File: src/source/mult_ram_pkg.sv
// ===========================================================
// mult_ram package
// widths, word field positions and depths shared by the
// operand RAM multiplier path
// ===========================================================
`default_nettype none

package mult_ram_pkg;

        // ===========================================================
        // types
        // ===========================================================
        typedef logic [3:0]  addr_t;    // RAM word address
        typedef logic [31:0] word_t;    // RAM data word
        typedef logic [3:0]  nib_t;     // operand or digit value
        typedef logic [7:0]  prod_t;    // A times B
        typedef logic [6:0]  seg_t;     // active low, bit0 = seg a, bit6 = seg g
        typedef logic [3:0]  cnt_t;     // completed results, wraps at 16

        // ===========================================================
        // sizes and word layout
        // ===========================================================
        localparam int RAM_DEPTH   = 16;
        localparam int MULT_STAGES = 4;  // one per operand B bit

        // word fields
        localparam int OPA_LSB  = 0;    // operand A in 3:0
        localparam int OPB_LSB  = 4;    // operand B in 7:4
        localparam int PROD_LSB = 8;    // product lands in byte 1

        // job strobe to result strobe
        // fetch 1 + mult 4 + writeback reg 1
        localparam int JOB_LATENCY = 6;

endpackage

`default_nettype wire

File: src/source/mult_ram_if.sv
// ===========================================================
// job and result interfaces
// single cycle valid strobes, no back-pressure
// ===========================================================
`timescale 1ns/1ps
`default_nettype none

// fetched job, operand_fetch -> shift_add_mult
interface job_if
        import mult_ram_pkg::*;
();
        logic  valid;   // one cycle per job
        addr_t addr;    // word the job came from
        nib_t  opa;
        nib_t  opb;

        modport src (output valid, output addr, output opa, output opb);
        modport dst (input valid, input addr, input opa, input opb);
endinterface

// finished job, carries the product along with its operands
interface result_if
        import mult_ram_pkg::*;
();
        logic  valid;
        addr_t addr;    // writeback target
        nib_t  opa;     // kept for the display
        nib_t  opb;
        prod_t prod;

        modport src (
                output valid, output addr, output opa, output opb, output prod
        );
        modport dst (
                input valid, input addr, input opa, input opb, input prod
        );
endinterface

`default_nettype wire

File: src/source/mult_ram_top.sv
// ===========================================================
// operand RAM multiplier top
// RAM, fetch, pipelined multiplier, writeback and display
// ===========================================================
`timescale 1ns/1ps
`default_nettype none

module mult_ram_top
        import mult_ram_pkg::*;
(
        input  logic  fpga_clk_50,
        input  logic  hps_fpga_reset_n,
        // host RAM port
        input  logic  host_wr,
        input  logic  host_rd,
        input  addr_t host_addr,
        input  word_t host_wdata,
        output word_t host_rdata,
        // jobs
        input  logic  job_start,
        input  addr_t job_addr,
        output logic  result_valid,
        output addr_t result_addr,
        // display
        output seg_t  hex0,
        output seg_t  hex1,
        output seg_t  hex2,
        output seg_t  hex3,
        output seg_t  hex4,
        output seg_t  hex5
);

        // ===========================================================
        // internal connections
        // ===========================================================
        addr_t fetch_addr;
        word_t fetch_data;
        logic  wb_wr;
        addr_t wb_addr;
        prod_t wb_prod;

        job_if    job ();
        result_if mult_out ();
        result_if wb_out ();

        // ===========================================================
        // datapath
        // ===========================================================
        operand_ram u_ram (
                .fpga_clk_50      (fpga_clk_50),
                .hps_fpga_reset_n (hps_fpga_reset_n),
                .host_wr          (host_wr),
                .host_rd          (host_rd),
                .host_addr        (host_addr),
                .host_wdata       (host_wdata),
                .host_rdata       (host_rdata),
                .fetch_addr       (fetch_addr),
                .fetch_data       (fetch_data),
                .wb_wr            (wb_wr),
                .wb_addr          (wb_addr),
                .wb_prod          (wb_prod)
        );

        operand_fetch u_fetch (
                .fpga_clk_50      (fpga_clk_50),
                .hps_fpga_reset_n (hps_fpga_reset_n),
                .job_start        (job_start),
                .job_addr         (job_addr),
                .fetch_addr       (fetch_addr),
                .fetch_data       (fetch_data),
                .job              (job.src)
        );

        shift_add_mult u_mult (
                .fpga_clk_50      (fpga_clk_50),
                .hps_fpga_reset_n (hps_fpga_reset_n),
                .job              (job.dst),
                .res              (mult_out.src)
        );

        result_writeback u_wb (
                .fpga_clk_50      (fpga_clk_50),
                .hps_fpga_reset_n (hps_fpga_reset_n),
                .res_in           (mult_out.dst),
                .wb_wr            (wb_wr),
                .wb_addr          (wb_addr),
                .wb_prod          (wb_prod),
                .res_out          (wb_out.src)
        );

        seven_seg_display u_disp (
                .fpga_clk_50      (fpga_clk_50),
                .hps_fpga_reset_n (hps_fpga_reset_n),
                .res              (wb_out.dst),
                .hex0             (hex0),
                .hex1             (hex1),
                .hex2             (hex2),
                .hex3             (hex3),
                .hex4             (hex4),
                .hex5             (hex5)
        );

        // result strobe, JOB_LATENCY after job_start
        assign result_valid = wb_out.valid;
        assign result_addr  = wb_out.addr;

endmodule

`default_nettype wire

File: src/source/operand_fetch.sv
// ===========================================================
// operand fetch
// reads the addressed word on job_start and splits it
// into operand A and operand B
// ===========================================================
`timescale 1ns/1ps
`default_nettype none

module operand_fetch
        import mult_ram_pkg::*;
(
        input  logic  fpga_clk_50,
        input  logic  hps_fpga_reset_n,
        input  logic  job_start,
        input  addr_t job_addr,
        output addr_t fetch_addr,
        input  word_t fetch_data,
        job_if.src    job
);

        assign fetch_addr = job_addr;   // RAM read is combinational

        // strobe, one cycle after job_start
        always_ff @(posedge fpga_clk_50 or negedge hps_fpga_reset_n)
        begin
                if (!hps_fpga_reset_n)
                        job.valid <= 1'b0;
                else
                        job.valid <= job_start;
        end

        // payload only moves with a job
        always_ff @(posedge fpga_clk_50)
        begin
                if (job_start)
                begin
                        job.addr <= job_addr;
                        job.opa  <= fetch_data[OPA_LSB +: $bits(nib_t)];
                        job.opb  <= fetch_data[OPB_LSB +: $bits(nib_t)];
                end
        end

endmodule

`default_nettype wire

File: src/source/operand_ram.sv
// ===========================================================
// operand RAM, 16 x 32
// host read/write port, combinational fetch port and a
// byte 1 writeback port for the product
// ===========================================================
`timescale 1ns/1ps
`default_nettype none

module operand_ram
        import mult_ram_pkg::*;
(
        input  logic  fpga_clk_50,
        input  logic  hps_fpga_reset_n,
        // host side
        input  logic  host_wr,
        input  logic  host_rd,
        input  addr_t host_addr,
        input  word_t host_wdata,
        output word_t host_rdata,
        // job fetch
        input  addr_t fetch_addr,
        output word_t fetch_data,
        // product writeback
        input  logic  wb_wr,
        input  addr_t wb_addr,
        input  prod_t wb_prod
);

        word_t mem [RAM_DEPTH];

        // fetch sees the array directly, same cycle as job_start
        assign fetch_data = mem[fetch_addr];

        always_ff @(posedge fpga_clk_50 or negedge hps_fpga_reset_n)
        begin
                if (!hps_fpga_reset_n)
                begin
                        for (int i = 0; i < RAM_DEPTH; i++)
                                mem[i] <= '0;
                        host_rdata <= '0;
                end
                else
                begin
                        if (host_wr)
                                mem[host_addr] <= host_wdata;   // whole word
                        // later assignment, so writeback keeps byte 1 on a collision
                        if (wb_wr)
                                mem[wb_addr][PROD_LSB +: $bits(prod_t)] <= wb_prod;
                        if (host_rd)
                                host_rdata <= mem[host_addr];   // held until next read
                end
        end

endmodule

`default_nettype wire

File: src/source/result_writeback.sv
// ===========================================================
// result writeback
// puts the product into byte 1 of its word and registers
// the result as the top level strobe
// ===========================================================
`timescale 1ns/1ps
`default_nettype none

module result_writeback
        import mult_ram_pkg::*;
(
        input  logic   fpga_clk_50,
        input  logic   hps_fpga_reset_n,
        result_if.dst  res_in,
        output logic   wb_wr,
        output addr_t  wb_addr,
        output prod_t  wb_prod,
        result_if.src  res_out
);

        // byte write goes out in the same cycle as the product
        assign wb_wr   = res_in.valid;
        assign wb_addr = res_in.addr;
        assign wb_prod = res_in.prod;

        always_ff @(posedge fpga_clk_50 or negedge hps_fpga_reset_n)
        begin
                if (!hps_fpga_reset_n)
                        res_out.valid <= 1'b0;
                else
                        res_out.valid <= res_in.valid;  // lines up with the RAM update
        end

        always_ff @(posedge fpga_clk_50)
        begin
                if (res_in.valid)
                begin
                        res_out.addr <= res_in.addr;
                        res_out.opa  <= res_in.opa;
                        res_out.opb  <= res_in.opb;
                        res_out.prod <= res_in.prod;
                end
        end

endmodule

`default_nettype wire

File: src/source/seven_seg_display.sv
// ===========================================================
// seven segment display of the last result
// A, B, address, result count, product low, product high
// ===========================================================
`timescale 1ns/1ps
`default_nettype none

module seven_seg_display
        import mult_ram_pkg::*;
(
        input  logic  fpga_clk_50,
        input  logic  hps_fpga_reset_n,
        result_if.dst res,
        output seg_t  hex0,
        output seg_t  hex1,
        output seg_t  hex2,
        output seg_t  hex3,
        output seg_t  hex4,
        output seg_t  hex5
);

        cnt_t cnt;      // results seen, mod 16

        // active low glyphs, gfedcba
        function automatic seg_t seg_enc(input nib_t v);
                case (v)
                        4'h0: seg_enc = 7'b100_0000;
                        4'h1: seg_enc = 7'b111_1001;
                        4'h2: seg_enc = 7'b010_0100;
                        4'h3: seg_enc = 7'b011_0000;
                        4'h4: seg_enc = 7'b001_1001;
                        4'h5: seg_enc = 7'b001_0010;
                        4'h6: seg_enc = 7'b000_0010;
                        4'h7: seg_enc = 7'b111_1000;
                        4'h8: seg_enc = 7'b000_0000;
                        4'h9: seg_enc = 7'b001_0000;
                        4'ha: seg_enc = 7'b000_1000;    // A
                        4'hb: seg_enc = 7'b000_0011;    // b
                        4'hc: seg_enc = 7'b100_0110;    // C
                        4'hd: seg_enc = 7'b010_0001;    // d
                        4'he: seg_enc = 7'b000_0110;    // E
                        default: seg_enc = 7'b000_1110; // F
                endcase
        endfunction

        // digits latch straight from the result, visible the cycle after the strobe
        always_ff @(posedge fpga_clk_50 or negedge hps_fpga_reset_n)
        begin
                if (!hps_fpga_reset_n)
                begin
                        cnt  <= '0;
                        hex0 <= seg_enc(4'h0);
                        hex1 <= seg_enc(4'h0);
                        hex2 <= seg_enc(4'h0);
                        hex3 <= seg_enc(4'h0);
                        hex4 <= seg_enc(4'h0);
                        hex5 <= seg_enc(4'h0);
                end
                else if (res.valid)
                begin
                        cnt  <= cnt + cnt_t'(1);
                        hex0 <= seg_enc(res.opa);
                        hex1 <= seg_enc(res.opb);
                        hex2 <= seg_enc(res.addr);
                        hex3 <= seg_enc(cnt + cnt_t'(1));       // count including this one
                        hex4 <= seg_enc(res.prod[3:0]);
                        hex5 <= seg_enc(res.prod[7:4]);
                end
        end

endmodule

`default_nettype wire

File: src/source/shift_add_mult.sv
// ===========================================================
// shift-add multiplier, 4 x 4 -> 8
// four registered stages, one B bit each, new job every cycle
// ===========================================================
`timescale 1ns/1ps
`default_nettype none

module shift_add_mult
        import mult_ram_pkg::*;
(
        input  logic     fpga_clk_50,
        input  logic     hps_fpga_reset_n,
        job_if.dst       job,
        result_if.src    res
);

        // per stage state, index k holds the result of B bit k
        logic [MULT_STAGES-1:0] st_valid;
        addr_t                  st_addr [MULT_STAGES];
        nib_t                   st_opa  [MULT_STAGES];
        nib_t                   st_opb  [MULT_STAGES];
        prod_t                  st_sum  [MULT_STAGES];

        // A << k when B bit k is set
        function automatic prod_t part_prod(input nib_t a, input nib_t b, input int k);
                part_prod = b[k] ? (prod_t'(a) << k) : '0;
        endfunction

        // ===========================================================
        // valid chain
        // ===========================================================
        always_ff @(posedge fpga_clk_50 or negedge hps_fpga_reset_n)
        begin
                if (!hps_fpga_reset_n)
                        st_valid <= '0;
                else
                        st_valid <= {st_valid[MULT_STAGES-2:0], job.valid};
        end

        // ===========================================================
        // payload, every stage moves each cycle
        // ===========================================================
        always_ff @(posedge fpga_clk_50)
        begin
                st_addr[0] <= job.addr;
                st_opa[0]  <= job.opa;
                st_opb[0]  <= job.opb;
                st_sum[0]  <= part_prod(job.opa, job.opb, 0);   // first term, no add
                for (int k = 1; k < MULT_STAGES; k++)
                begin
                        st_addr[k] <= st_addr[k-1];
                        st_opa[k]  <= st_opa[k-1];
                        st_opb[k]  <= st_opb[k-1];
                        st_sum[k]  <= st_sum[k-1] + part_prod(st_opa[k-1], st_opb[k-1], k);
                end
        end

        // last stage is the finished product
        assign res.valid = st_valid[MULT_STAGES-1];
        assign res.addr  = st_addr[MULT_STAGES-1];
        assign res.opa   = st_opa[MULT_STAGES-1];
        assign res.opb   = st_opb[MULT_STAGES-1];
        assign res.prod  = st_sum[MULT_STAGES-1];

endmodule

`default_nettype wire

File: config.mk
export PLATFORM = sky130hd
export DESIGN_NAME = mult_ram_top
export DESIGN_NICKNAME = d
export VERILOG_FILES = /design/src/source/mult_ram_pkg.sv /design/src/source/mult_ram_if.sv /design/src/source/mult_ram_top.sv /design/src/source/operand_fetch.sv /design/src/source/operand_ram.sv /design/src/source/result_writeback.sv /design/src/source/seven_seg_display.sv /design/src/source/shift_add_mult.sv
export SDC_FILE = /design/constraint.sdc
export NUM_CORES = 1
export LEC_CHECK = 0
export ABC_CLOCK_PERIOD_IN_PS = 2000
export BUFFER_PORTS_ARGS = -buffer_cell sky130_fd_sc_hd__buf_4
export CAP_MARGIN = 40
export CORE_ASPECT_RATIO = 1.5
export CORE_MARGIN = 8
export CORE_UTILIZATION = 56
export DETAILED_ROUTE_END_ITERATION = 12
export HOLD_SLACK_MARGIN = 0.02
export PLACE_DENSITY = 0.85
export SETUP_SLACK_MARGIN = 0.15
export SYNTH_ARGS = -nofsm -noshare
export SYNTH_HDL_FRONTEND = slang
export SYNTH_SLANG_ARGS = --single-unit
export TNS_END_PERCENT = 30
File: constraint.sdc
create_clock -name fpga_clk_50 -period 2 [get_ports fpga_clk_50]
set_input_delay 0.2 -clock fpga_clk_50 [delete_from_list [all_inputs] [get_ports fpga_clk_50]]
set_output_delay 0.2 -clock fpga_clk_50 [all_outputs]
set_load 0.02 [all_outputs]
==> metrics <==
Crit Path Max Fanout=15; dominant synthesized flop cell=dfrtp_1; Slew HR=41.4%; Hold Vio Cnt, Final=0; pwr dens=between 1000 and 1500 mW/mm2; post-DP HPWL=56100 um; Clock transition at path regs=70 ps; placed cell areas=0.0352 mm2; Core Rows=108; H-tree lvl count=2; CP startpoint kind=primary input; final slew viol count=0; number of nets in the layout=roughly 2800; Max Buffers Root-to-Sink=3; layout cells sized above 1=31.6%; Post-synth EDFFs=32; WHS=34.4 ps; Synth Area in Simple Gates=5.08%; setup violation total in the final timing report=0; total wire length=87400 um; CP Data Arrival Time=2230 ps; TNS Setup=0 ps; syn_nets=2648; total global-route track usage=a little over a quarter; I/O pin cnt=124; crit-path cells=dlygate4sd3_1, buf_4, buf_12, mux4_2, mux4_2; most frequent cells in the layout=588 x dfrtp_1, 393 x mux2_2, 335 x mux2i_1; post-layout util=roughly 65%; share of the yosys chip area belonging to registers=53.1%; 1st-iter DRT viols=between 2000 and 2500; CTS Sinks=701; syn_area_per_cell=roughly 13 um2; post-synthesis compound-gate area fraction=6.73%; die height=312 um; total die area=0.0665 mm2; post-synthesis adder-cell area fraction=2.02%; largest net degree at the start of global routing=65; Port Buffers=123; main combinational cell family by area after synthesis=multiplexers; Worst-Skew Late Latency=630 ps; Synth Warn #=0; Post-synth ARST share=a little under nine tenths; final std cell area, no fill=0.0375 mm2; LEAKAGE=16.4 nW; status=finished clean; post-synthesis register bit count=around 700; clock skew=26.9 ps; unrepaired setup endpoints after global routing=yes; Avg WL per Cell=24.9 um; Final Total Pwr=41.6 mW; Yosys top cell by area=dfrtp_1; CP max-delay cell=dlygate4sd3_1; minimum clock period=1880 ps; max-cap violations=0; Tcrit/Tclk final=94.2%; slowest stage delay, CP=590 ps; worst hold path class=in -> reg; Synth top area share=around 45%; post-synth cell types=58; most common cell after layout, fill and taps aside=dfrtp_1; total CTS buffers=59; Initial DRT Pass Iterations=6; core area=0.0578 mm2; vias in the first global route=24026; residual DRC count=0; Routed Antenna Nets=0; main area contributors after synthesis=dfrtp_1 45%, mux2_2 14%, mux2i_1 10%; P&R area growth vs syn=14.9%; Root Buffer=clkbuf_16; GRT overflow=0; Starting Density=56.5%; CP required=2350 ps; crit-path most repeated cell=mux4_2; fmax=about 530 MHz; Post-Place Setup Slack=between 90 and 100 ps; final worst slack=116 ps; Die W=213 um; initial antenna violation count=3; Synth Area in XOR/XNOR=0.268%; Synth Cell Area=approximately 0.033 mm2; Setup CP Type=in -> reg; Vias=22470; Setup crit end kind=flip-flop; post-synthesis mux area share=29.5%; Slew @ Worst Pin=877 ps; first-pass GRT wire length=approximately 140000 um; VDD IR max=0.799 mV; CTS tree=yes; post-placement cell count=~3400; GPL Wtd Cong=0.872; post-synthesis cell count=2552; Cell Count, Final, Fillers Out=3506; vias per inst=6.41; FF-to-FF setup slack=roughly 120 ps
final timing paths:
path / start / endpoint / depth (start not counted)
min in group asynchronous: hps_fpga_reset_n / u_ram.mem[332] / 2
max: job_addr[0] / u_fetch.job.opa[1] / 5
max reg2reg: u_disp.cnt[1] / u_disp.hex3[2] / 5
max in group asynchronous: hps_fpga_reset_n / u_ram.mem[362] / 3
min: host_wdata[8] / u_ram.mem[168] / 3
min reg2reg: u_mult.st_opb[1][0] / u_mult.st_opb[2][0] / 0
power breakdown:
group          switching, mW  internal (mW)  leakage, nW
registers               2.61           17.8         8.13
logic                   4.43           4.79         7.23
clock network           5.28           6.66         1.02
cell usage after synthesis (all sizes together) (15+ instances only):
| cell type | count |
|---|---|
| edfxtp | 32 |
| o21ai | 90 |
| a221oi | 15 |
| mux2 | 403 |
| and2 | 16 |
| a31oi | 39 |
| nor2 | 188 |
| a22oi | 22 |
| clkbuf | 95 |
| buf | 123 |
| ha | 48 |
| mux2i | 335 |
| dfxtp | 73 |
| a21oi | 105 |
| dfrtp | 590 |
| o211ai | 19 |
| inv | 22 |
| mux4 | 77 |
| o22ai | 66 |
| nand2 | 93 |
worst max-delay path, delay by kind of cell:
family                 cells  cell delay [ps]
muxes                      2              990
buffers and inverters      3             1030
routing by layer:
metal,global-route usage (%),routed length (um)
met5,0,30
met4,16.6,5830
met3,4.75,6520
met2,44.9,44100
met1,29.8,30900
layout make-up:
type | instances | area, um2
Antenna cell | 2 | 5.00
Clock buffer | 88 | 1810
Clock inverter | 22 | 218
Fill cell | 3996 | 20300
Inverter | 22 | 82.6
Multi-Input combinational cell | 1611 | 14300
Sequential cell | 701 | 17400
Tap cell | 770 | 963
Timing Repair Buffer | 290 | 2780
timing repair:
item | in CTS | in global routing
endpoints found under the hold margin | 478 | 0
buffers inserted | 1 | 0
pin swaps | 0 | 0
hold buffers | 33 | 0
gates resized for setup | 2 | 1
endpoints found under the setup margin | 8 | 20
cell families (layout without fill, tap and decap cells):
logic type	count (synthesis)	count (layout)
compound gates	372	372
mux	815	815
other cells	0	2
fa+ha+maj	51	51
buf+inv	240	422
flops	701	701
simple gates	363	363
xor+xnor	10	10
No activity file was read; power rests on OpenSTA's default activity.
